[src/rtl/mvu_defines.svh]
`ifndef MVU_DEFINES_SVH
`define MVU_DEFINES_SVH

// Tile count
`define MVU_NMVU     4

// Memory word layout
`define MVU_LANES    4
`define MVU_BWPREC   4
`define MVU_BDPREC   8

// Address, countdown and accumulator widths
`define MVU_BADDR    6
`define MVU_BCNTDWN  6
`define MVU_BACC     24

`endif
[src/rtl/mvu_pkg.sv]
`default_nettype none

`include "mvu_defines.svh"

package mvu_pkg;

    // Lanes are signed, packed lane 0 in the low bits
    typedef logic [`MVU_LANES-1:0][`MVU_BWPREC-1:0] w_word_t;
    typedef logic [`MVU_LANES-1:0][`MVU_BDPREC-1:0] d_word_t;

    typedef logic [`MVU_BADDR-1:0]              addr_t;
    typedef logic signed [`MVU_BACC-1:0]        acc_t;
    typedef logic [$clog2(`MVU_NMVU)-1:0]       tile_id_t;

    typedef struct packed {
        logic [`MVU_BCNTDWN-1:0] countdown;     // Steps minus one
        addr_t                   wbaseaddr;     // First weight word
        addr_t                   ibaseaddr;     // First input word
        addr_t                   ijump;         // Input stride per step
    } tile_cfg_t;

    typedef enum logic {
        MEM_WEIGHT = 1'b0,
        MEM_INPUT  = 1'b1
    } mem_sel_e;

endpackage

`default_nettype wire

[src/rtl/mvu_tile_if.sv]
`timescale 1ns/100ps
`default_nettype none

interface mvu_tile_if;

    logic                   job_start;      // One-cycle pulse
    mvu_pkg::tile_cfg_t     job_cfg;        // Held until next job_start

    // Write port, already decoded for this tile
    logic                   wr_en;
    mvu_pkg::mem_sel_e      wr_sel;
    mvu_pkg::addr_t         wr_addr;
    mvu_pkg::w_word_t       wr_wword;
    mvu_pkg::d_word_t       wr_dword;

    logic                   res_valid;      // One-cycle pulse
    mvu_pkg::acc_t          res_value;

    modport disp (output job_start, job_cfg, wr_en, wr_sel, wr_addr, wr_wword, wr_dword);

    modport tile (input  job_start, job_cfg, wr_en, wr_sel, wr_addr, wr_wword, wr_dword,
                  output res_valid, res_value);

    modport coll (input res_valid, res_value);

endinterface

`default_nettype wire

[src/rtl/mvu_tile.sv]
`timescale 1ns/100ps
`default_nettype none

module mvu_tile (
    input  wire logic   mvu_ext,
    input  wire logic   rst_n,
    mvu_tile_if.tile    link,
    output logic        done,
    output logic        irq
);

    logic               run;
    logic               first;
    logic               last;
    mvu_pkg::addr_t     waddr;
    mvu_pkg::addr_t     iaddr;
    mvu_pkg::w_word_t   wword;
    mvu_pkg::d_word_t   dword;
    logic               valid_d;        // Step flags aligned to read data
    logic               first_d;
    logic               last_d;
    logic               we_w;
    logic               we_d;

    assign we_w = link.wr_en && (link.wr_sel == mvu_pkg::MEM_WEIGHT);
    assign we_d = link.wr_en && (link.wr_sel == mvu_pkg::MEM_INPUT);

    mvu_controller u_ctrl (
        .mvu_ext   (mvu_ext),
        .rst_n     (rst_n),
        .start     (link.job_start),
        .countdown (link.job_cfg.countdown),
        .acc_last  (link.res_valid),
        .run       (run),
        .first     (first),
        .last      (last),
        .done      (done),
        .irq       (irq)
    );

    mvu_agu u_agu (
        .mvu_ext   (mvu_ext),
        .rst_n     (rst_n),
        .start     (link.job_start),
        .run       (run),
        .wbaseaddr (link.job_cfg.wbaseaddr),
        .ibaseaddr (link.job_cfg.ibaseaddr),
        .ijump     (link.job_cfg.ijump),
        .waddr     (waddr),
        .iaddr     (iaddr)
    );

    mvu_mem #(.word_t(mvu_pkg::w_word_t)) u_wmem (
        .mvu_ext (mvu_ext),
        .wr_en   (we_w),
        .wr_addr (link.wr_addr),
        .wr_word (link.wr_wword),
        .rd_addr (waddr),
        .rd_word (wword)
    );

    mvu_mem #(.word_t(mvu_pkg::d_word_t)) u_dmem (
        .mvu_ext (mvu_ext),
        .wr_en   (we_d),
        .wr_addr (link.wr_addr),
        .wr_word (link.wr_dword),
        .rd_addr (iaddr),
        .rd_word (dword)
    );

    // Match the memory read latency
    always_ff @(posedge mvu_ext or negedge rst_n) begin
        if (!rst_n) begin
            valid_d <= 1'b0;
            first_d <= 1'b0;
            last_d  <= 1'b0;
        end else begin
            valid_d <= run;
            first_d <= first;
            last_d  <= last;
        end
    end

    mvu_dotprod u_dot (
        .mvu_ext   (mvu_ext),
        .rst_n     (rst_n),
        .valid     (valid_d),
        .first     (first_d),
        .last      (last_d),
        .wword     (wword),
        .dword     (dword),
        .res_valid (link.res_valid),
        .res_value (link.res_value)
    );

endmodule

`default_nettype wire

[src/rtl/mvu_dotprod.sv]
`timescale 1ns/100ps
`default_nettype none

`include "mvu_defines.svh"

module mvu_dotprod (
    input  wire logic               mvu_ext,
    input  wire logic               rst_n,
    input  wire logic               valid,
    input  wire logic               first,
    input  wire logic               last,
    input  wire mvu_pkg::w_word_t   wword,
    input  wire mvu_pkg::d_word_t   dword,
    output logic                    res_valid,
    output mvu_pkg::acc_t           res_value
);

    localparam int BPROD = `MVU_BWPREC + `MVU_BDPREC;

    logic signed [BPROD-1:0]    prod_q [`MVU_LANES];    // Stage 1 lane products
    logic                       v1_q;
    logic                       f1_q;
    logic                       l1_q;
    logic                       l2_q;                   // Final accumulate done
    mvu_pkg::acc_t              lane_sum;
    mvu_pkg::acc_t              acc_q;

    always_ff @(posedge mvu_ext) begin
        for (int l = 0; l < `MVU_LANES; l++) begin
            prod_q[l] <= $signed(wword[l]) * $signed(dword[l]);
        end
    end

    // Sign extended adder tree of the lane products
    always_comb begin
        lane_sum = '0;
        for (int l = 0; l < `MVU_LANES; l++) begin
            lane_sum = lane_sum + prod_q[l];
        end
    end

    always_ff @(posedge mvu_ext or negedge rst_n) begin
        if (!rst_n) begin
            v1_q      <= 1'b0;
            f1_q      <= 1'b0;
            l1_q      <= 1'b0;
            l2_q      <= 1'b0;
            res_valid <= 1'b0;
        end else begin
            v1_q      <= valid;
            f1_q      <= valid && first;
            l1_q      <= valid && last;
            l2_q      <= l1_q;
            res_valid <= l2_q;
        end
    end

    // Stage 2, first step of a job restarts the sum
    always_ff @(posedge mvu_ext) begin
        if (v1_q) begin
            acc_q <= f1_q ? lane_sum : acc_q + lane_sum;
        end
    end

    // Frees acc_q for the next job right away
    always_ff @(posedge mvu_ext) begin
        if (l2_q) begin
            res_value <= acc_q;
        end
    end

endmodule

`default_nettype wire

[src/rtl/mvu_mem.sv]
`timescale 1ns/100ps
`default_nettype none

`include "mvu_defines.svh"

module mvu_mem #(
    parameter type word_t = logic [7:0]
) (
    input  wire logic               mvu_ext,
    input  wire logic               wr_en,
    input  wire mvu_pkg::addr_t     wr_addr,
    input  wire word_t              wr_word,
    input  wire mvu_pkg::addr_t     rd_addr,
    output word_t                   rd_word
);

    localparam int DEPTH = 1 << `MVU_BADDR;

    word_t mem [DEPTH];

    always_ff @(posedge mvu_ext) begin
        if (wr_en) begin
            mem[wr_addr] <= wr_word;
        end
    end

    // One cycle read latency
    always_ff @(posedge mvu_ext) begin
        rd_word <= mem[rd_addr];
    end

endmodule

`default_nettype wire

[src/rtl/mvu_agu.sv]
`timescale 1ns/100ps
`default_nettype none

module mvu_agu (
    input  wire logic               mvu_ext,
    input  wire logic               rst_n,
    input  wire logic               start,
    input  wire logic               run,
    input  wire mvu_pkg::addr_t     wbaseaddr,
    input  wire mvu_pkg::addr_t     ibaseaddr,
    input  wire mvu_pkg::addr_t     ijump,
    output mvu_pkg::addr_t          waddr,
    output mvu_pkg::addr_t          iaddr
);

    // Addresses wrap at the top of the memory
    always_ff @(posedge mvu_ext or negedge rst_n) begin
        if (!rst_n) begin
            waddr <= '0;
            iaddr <= '0;
        end else if (start) begin
            waddr <= wbaseaddr;             // Valid in the first run cycle
            iaddr <= ibaseaddr;
        end else if (run) begin
            waddr <= waddr + 1'b1;          // Weights are contiguous
            iaddr <= iaddr + ijump;         // Inputs use a stride
        end
    end

endmodule

`default_nettype wire

[src/rtl/mvu_controller.sv]
`timescale 1ns/100ps
`default_nettype none

`include "mvu_defines.svh"

module mvu_controller (
    input  wire logic                       mvu_ext,
    input  wire logic                       rst_n,
    input  wire logic                       start,
    input  wire logic [`MVU_BCNTDWN-1:0]    countdown,
    input  wire logic                       acc_last,
    output logic                            run,
    output logic                            first,
    output logic                            last,
    output logic                            done,
    output logic                            irq
);

    logic [`MVU_BCNTDWN-1:0]    cnt_q;      // Remaining steps after this one
    logic                       busy_q;     // Job between start and result
    logic                       done_q;

    always_ff @(posedge mvu_ext or negedge rst_n) begin
        if (!rst_n) begin
            run    <= 1'b0;
            first  <= 1'b0;
            cnt_q  <= '0;
            busy_q <= 1'b0;
            done_q <= 1'b0;
        end else begin
            if (irq) begin
                busy_q <= 1'b0;
                done_q <= 1'b1;
            end
            if (start) begin
                run    <= 1'b1;
                first  <= 1'b1;
                cnt_q  <= countdown;
                busy_q <= 1'b1;
                done_q <= 1'b0;
            end else if (run) begin
                first <= 1'b0;
                if (cnt_q == '0) begin
                    run <= 1'b0;
                end else begin
                    cnt_q <= cnt_q - 1'b1;
                end
            end
        end
    end

    assign last = run && (cnt_q == '0);
    assign irq  = acc_last && busy_q;       // Result of our own job only
    assign done = done_q || irq;

    // A second job must wait for the result
    a_start_idle: assert property (@(posedge mvu_ext) disable iff (!rst_n)
        start |-> !busy_q)
        else $error("mvu_controller: start while a job is in flight");

    // The dot product reports a job only after its run phase
    a_result_owned: assert property (@(posedge mvu_ext) disable iff (!rst_n)
        acc_last |-> busy_q && !run)
        else $error("mvu_controller: result strobe outside a finished job");

endmodule

`default_nettype wire

[src/flat_wrapper.sv]
// flat-port wrapper written by rule: the top's interface ports become plain ports
module mvu_tile_flat 
  (mvu_ext, rst_n, done, irq, link_job_start, link_job_cfg, link_wr_en, link_wr_sel, link_wr_addr, link_wr_wword, link_wr_dword, link_res_valid, link_res_value);
  mvu_tile_if link_i ();
  input  wire logic mvu_ext;
  input  wire logic rst_n;
  output logic done;
  output logic irq;
  input wire logic [$bits(link_i.job_start)-1:0] link_job_start;
  input wire logic [$bits(link_i.job_cfg)-1:0] link_job_cfg;
  input wire logic [$bits(link_i.wr_en)-1:0] link_wr_en;
  input wire logic [$bits(link_i.wr_sel)-1:0] link_wr_sel;
  input wire logic [$bits(link_i.wr_addr)-1:0] link_wr_addr;
  input wire logic [$bits(link_i.wr_wword)-1:0] link_wr_wword;
  input wire logic [$bits(link_i.wr_dword)-1:0] link_wr_dword;
  output wire logic [$bits(link_i.res_valid)-1:0] link_res_valid;
  output wire logic [$bits(link_i.res_value)-1:0] link_res_value;
  assign link_i.job_start = link_job_start;
  assign link_i.job_cfg = link_job_cfg;
  assign link_i.wr_en = link_wr_en;
  assign link_i.wr_sel = link_wr_sel;
  assign link_i.wr_addr = link_wr_addr;
  assign link_i.wr_wword = link_wr_wword;
  assign link_i.wr_dword = link_wr_dword;
  assign link_res_valid = link_i.res_valid;
  assign link_res_value = link_i.res_value;
  mvu_tile u_core (.mvu_ext(mvu_ext), .rst_n(rst_n), .link(link_i), .done(done), .irq(irq));
endmodule
[config.mk]
export PLATFORM = sky130hd
export DESIGN_NAME = mvu_tile_flat
export DESIGN_NICKNAME = d
export VERILOG_FILES = /design/src/rtl/mvu_pkg.sv /design/src/rtl/mvu_tile_if.sv /design/src/rtl/mvu_tile.sv /design/src/rtl/mvu_dotprod.sv /design/src/rtl/mvu_mem.sv /design/src/rtl/mvu_agu.sv /design/src/rtl/mvu_controller.sv /design/src/flat_wrapper.sv
export VERILOG_INCLUDE_DIRS = /design/src /design/src/rtl
export SDC_FILE = /design/constraint.sdc
export NUM_CORES = 2
export LEC_CHECK = 0
export BUFFER_PORTS_ARGS = -buffer_cell sky130_fd_sc_hd__buf_2
export CORE_MARGIN = 4
export CORE_UTILIZATION = 63
export DETAILED_ROUTE_END_ITERATION = 10
export PLACE_DENSITY = 0.79
export SLEW_MARGIN = 15
export SYNTH_ARGS = -nofsm -noshare
export SYNTH_HDL_FRONTEND = slang
export SYNTH_SLANG_ARGS = --single-unit
export TNS_END_PERCENT = 1
[constraint.sdc]
create_clock -name mvu_ext -period 6.8 [get_ports mvu_ext]
set_input_delay 0.68 -clock mvu_ext [delete_from_list [all_inputs] [get_ports mvu_ext]]
set_output_delay 0.68 -clock mvu_ext [all_outputs]
set_load 0.05 [all_outputs]
# Word level (Yosys, flattened, before mapping)
# Memory sizes are Yosys's and may differ from the RTL's. A register that Yosys moved wholly into a read port is not among the register bits.
# Index checks and enable logic that the tools add are counted.
# totals
reg_bits,78
ramBits,3120
output_inout_bits,27
word_cells,65
mem_count,3
# classes
add_sub_neg,7
mul,4
n_eq_ne,1
mux,21
bitwise,1
n_reduce_logical,11
# memory_table
name,depth,word_bits,read_ports,rd_ports_with_merged_regs,write_ports,line_no,source
u_core.u_dmem.mem,64,32,1,1,1,mvu_mem.sv:19,word_t mem [DEPTH];
u_core.u_wmem.mem,64,16,1,1,1,mvu_mem.sv:19,
u_core.u_dot.prod_q,4,12,4,0,4,mvu_dotprod.sv:20,logic signed [BPROD-1:0] prod_q [`MVU_LANES];
# ops
operator,count
4-bit by 8-bit multiplier with 12-bit output,4
6-bit two-way mux,7
24-bit by 15-bit adder with 24-bit output,1
24-bit two-way mux,1
14-bit by 12-bit adder with 15-bit output,1
13-bit by 12-bit adder with 14-bit output,1
12-bit by 12-bit adder with 13-bit output,1
1-bit two-way mux,13
"6-bit by 1-bit adder with 6-bit output, second input constant",1
6-bit adder,1
1-bit logical AND,6
6-bit logical NOT,1
"6-bit by 1-bit subtractor with 6-bit output, second input constant",1
2-bit nonzero test,2
"2-bit inequality test, second input constant",1
2-bit AND reduction,1
1-bit logical OR,1
1-bit NOT,1

# Longest topological paths before layout
# logic_depth
depth_word,5
depth_mapped,23
mapped_depth_nobuf,23

# By module
# A second synthesis with hierarchy kept.
# unflattened
cells_unflattened,6300
area_unflattened_um2,129713.2
# modules_own_cells
mod,instances,cells_per_inst,area_each_um2
mvu_mem at u_core.u_dmem,1,3324,78515.3
mvu_mem at u_core.u_wmem,1,1829,40042.2
mvu_dotprod,1,999,9723.1
mvu_agu,1,81,779.5
mvu_controller,1,62,561.8
mvu_tile,1,5,91.3

# Worst setup path after synthesis
# Ideal clock, no wire load.
# synth_path
path_type,reg2reg
startpoint,mem u_core.u_dot.prod_q[0][2] (netlist name)
endpoint,reg u_core.u_dot.acc_q[23] (data pin)
arrival_ns,5.232
path_slack_ns,1.297
path_stages_with_launch,22
period_less_slack_ns,5.503
cell_sequence,dfxtp_1 -> inv_1 -> fa_1 -> fa_1 -> inv_1 -> ha_1 -> a21o_1 -> a21oi_1 -> or4b_1 -> or4b_1 -> a2111oi_0 -> a211o_1 -> ha_1 -> clkbuf_1 -> a21o_1 -> o21bai_1 -> a21o_1 -> a211oi_1 -> o21bai_1 -> nor3b_1 -> a2111oi_0 -> xnor2_1
# synth_lines
element,line_no,source
start: declaration,mvu_dotprod.sv:20,
end signal: assignment,mvu_dotprod.sv:61,acc_q <= f1_q ? lane_sum : acc_q + lane_sum;
end: declaration,mvu_dotprod.sv:26,mvu_pkg::acc_t acc_q;

==> qor.yml <==
timing.fmax_ghz: 0.163
synthCells: 5751
crit_buf_inv: 2
maxCapViolations: 0
numCtsBuffers: 326
powerDensity_nw_per_um2: 450
cts_resized: 0
grt_pass1_vias: 66300
synth_area_sq_um: 128000
place_congestion: 0.823
yosys-top-cells-count: "edfxtp_1, mux4_2, inv_1, nor2_1, clkbuf_1"
portBuffers: 109
grt_max_degree: 138
die_x_um: 460
ys_seq_area_share_pct: 75.0
cts_max_path_buffers: 4
grt_pass1_wl_um: 493000
yosys.area.top_type: "edfxtp_1"
peakVddDrop_mv: 0.964
slowest_stage: "fa_1"
drc: 0
maxSlewViolCount: 0
path_clk_slew_ns: 0.06
insertion_delay_ns: 0.96
rsz0062_at_grt: "false"
nets: 6455
worstPathCellList: "inv_1 -> fa_1 -> fa_1 -> inv_1 -> ha_1 -> a21o_1 -> a21oi_1 -> or4b_1 -> or4b_1 -> a2111oi_0 -> a211o_1 -> ha_1 -> a21o_1 -> o21bai_1 -> a21o_1 -> a211oi_1 -> o21bai_1 -> nor3b_1 -> a2111oi_0 -> xnor2_1"
holdWs_ns: 0.0994
criticalPathCategory: "flip-flop to flip-flop"
cpLargestDelayFamily: "compound AO/OA/AOI/OAI gates"
synth_enable_flop_cells: 3120
finalPower_mw: 64.8
drive_gt1_share_pct: 28.4
netlist_top_cells_area: "edfxtp_1, mux4_2, dfxtp_1, fa_1, ha_1"
setup_viol: 0
cts_root_buffer: "clkbuf_16"
ios: 110
tightest_slew_ns: 1.34
ctsHoldBuffers: 17
fin_setup_tns_ns: 0
yosysWarningCount: 0
htreeDepth: 5
startpoint_type: "flip-flop"
rows: 165
cts_tree: "yes"
vias: 65600
clock_sink_count: 3246
wire_per_inst_um: 38.0
dieHeight_um: 460
die_area_sq_um: 211000
crit_required_ns: 7.44
grt.overflow.total: 0
cts_setup_buffers: 0
placed_cell_area_sq_um: 133000
dp_hpwl_um: 176000
hold_viol_final: 0
path_max_fanout: 13
synth.most_common_cell: "edfxtp_1"
via_per_inst: 7.24
syn_to_final_growth_pct: 12.0
cp_common_cell: "a21o_1"
crit_path_end_kind: "flip-flop"
synthDistinctLibCells: 49
drtIter0Drc: 11200
yosys_most_used_dff: "edfxtp_1"
grt.total_usage_pct: 33.1
layout_setup_ws_ns: 0.658
final_cell_area_sq_um: 144000
relSlewSlack_pct: 10.2
synthArstFlopShare_pct: 0.924
synth_top_cell_area_share_pct: 72.9
syn_avg_cell_area_sq_um: 22.3
max_stage_delay_ns: 0.55
grt_antenna_before_repair: 26
hold_class: "input port to flip-flop"
fin_worst_skew_ns: 0.0572
start_util_pct: 63.4
detailedPlace.worstSlack_ns: 0.705
power.static_leakage_nw: 46.5
first_pass_iters: 8
synth_nets: 6059
finalCritPeriodShare_pct: 90.3
drt-total-wl_um: 345000
arrival_ns: 6.78
core_sq_um: 203000
ant_nets: 0
final.min_clock_period_ns: 6.14
ys_ff_latch: 3246
status: "completed"
==> where the power goes <==
part	leakage, nW	switching [mW]	internal [mW]
Clock	4.96	7.51	9.98
Sequential	29.3	0.654	23.0
Combinational	12.3	13.7	9.99
==> sequential cells by signal, indices dropped and copies added (netlist names), 6 cells and up <==
name                    cells
u_core.u_dot.prod_q        48
u_core.u_ctrl.cnt_q         6
u_core.u_wmem.mem        1024
u_core.u_dot.acc_q         24
u_core.u_agu.iaddr          6
u_core.u_dmem.rd_word      32
u_core.u_agu.waddr          6
u_core.u_wmem.rd_word      16
u_core.u_dot.res_value     24
u_core.u_dmem.mem        2048
==> final cells by class <==
| class | instances | area (sq um) |
|---|---|---|
| sequential | 3246 | 96400 |
| fill | 10600 | 58600 |
| multi-input combinational | 2052 | 30700 |
| clock buffer | 401 | 8710 |
| tap | 2672 | 3340 |
| timing repair buffer | 337 | 2640 |
| clock inverter | 162 | 1400 |
| inverter | 184 | 691 |
| antenna | 14 | 35.0 |
==> layer usage <==
metal  GRT usage (%)  vias up  share of wire (%)
li1                -    24600                  -
met1            44.6    33900                 33
met2            51.9     6041                 49
met3            9.15     1036                 13
met4            14.5       18                4.8
met5               0        -              0.037
==> cells in the final DEF (no fill, tap or decap), types with 17 or more instances in the layout <==
| cell | count |
|---|---|
| edfxtp_1 | 3120 |
| mux4_2 | 963 |
| clkbuf_16 | 334 |
| buf_4 | 232 |
| inv_1 | 184 |
| ha_1 | 130 |
| nand2_1 | 121 |
| nor2_1 | 101 |
| dfxtp_1 | 96 |
| fa_1 | 95 |
| a21oi_1 | 74 |
| buf_2 | 69 |
| xnor2_1 | 67 |
| clkinv_1 | 66 |
| nor2_4 | 64 |
| o21ai_0 | 59 |
| clkbuf_1 | 57 |
| clkinv_2 | 55 |
| and2_1 | 45 |
| a211oi_1 | 45 |
| nand2b_1 | 36 |
| nor2b_1 | 34 |
| o21ai_1 | 29 |
| mux2i_1 | 27 |
| a21o_1 | 24 |
| bufinv_16 | 24 |
| o22ai_1 | 23 |
| xor2_1 | 21 |
| dfrtp_1 | 20 |
| buf_12 | 19 |
| dlygate4sd3_1 | 17 |
==> kinds of logic after synthesis <==
kind of cell               share of synthesized area, %
AOI/OAI and AO/OA                                  1.42
buffers and inverters                              1.51
xor gates and xnor gates                          0.600
muxes                                              17.1
DFF                                                75.0
and+or+nand+nor                                    1.61
adders and majority gates                          2.75
==> stage by stage <==
stage                     std cells  util (%)
after floorplan                5751         -
after global placement         8470      65.9
after detailed placement       8470      65.9
after CTS                      9050      70.9
after global routing           9063      71.1
final                          9068      71.1
==> worst min-delay path, delay by kind of cell <==
family / cells / cell delay [ns]
AO/OA/AOI/OAI: 1 / 0.09
buffers and inverters: 1 / 0.13
AND/OR/NAND/NOR: 1 / 0.06
==> worst paths after layout <==
kind	startpoint	endpoint	slack (ns)	cells past startpoint
max in group asynchronous	rst_n	u_core.u_agu.waddr[0]$_DFFE_PN0P_	5.75	2
worst min-delay path	link_job_cfg[23]	u_core.u_ctrl.cnt_q[5]$_DFFE_PN0P_	0.1	3
worst max register to register	u_core.u_dot.prod_q[0][2]$_DFF_P_	u_core.u_dot.acc_q[23]$_DFFE_PP_	0.66	20
worst max-delay path	u_core.u_dot.prod_q[0][2]$_DFF_P_	u_core.u_dot.acc_q[23]$_DFFE_PP_	0.66	20
worst min register to register	u_core.u_dot.l1_q$_DFF_PN0_	u_core.u_dot.l2_q$_DFF_PN0_	0.36	0
min in group asynchronous	rst_n	u_core.u_dot.res_valid$_DFF_PN0_	0.39	2
(Power assumes the default switching activity.)
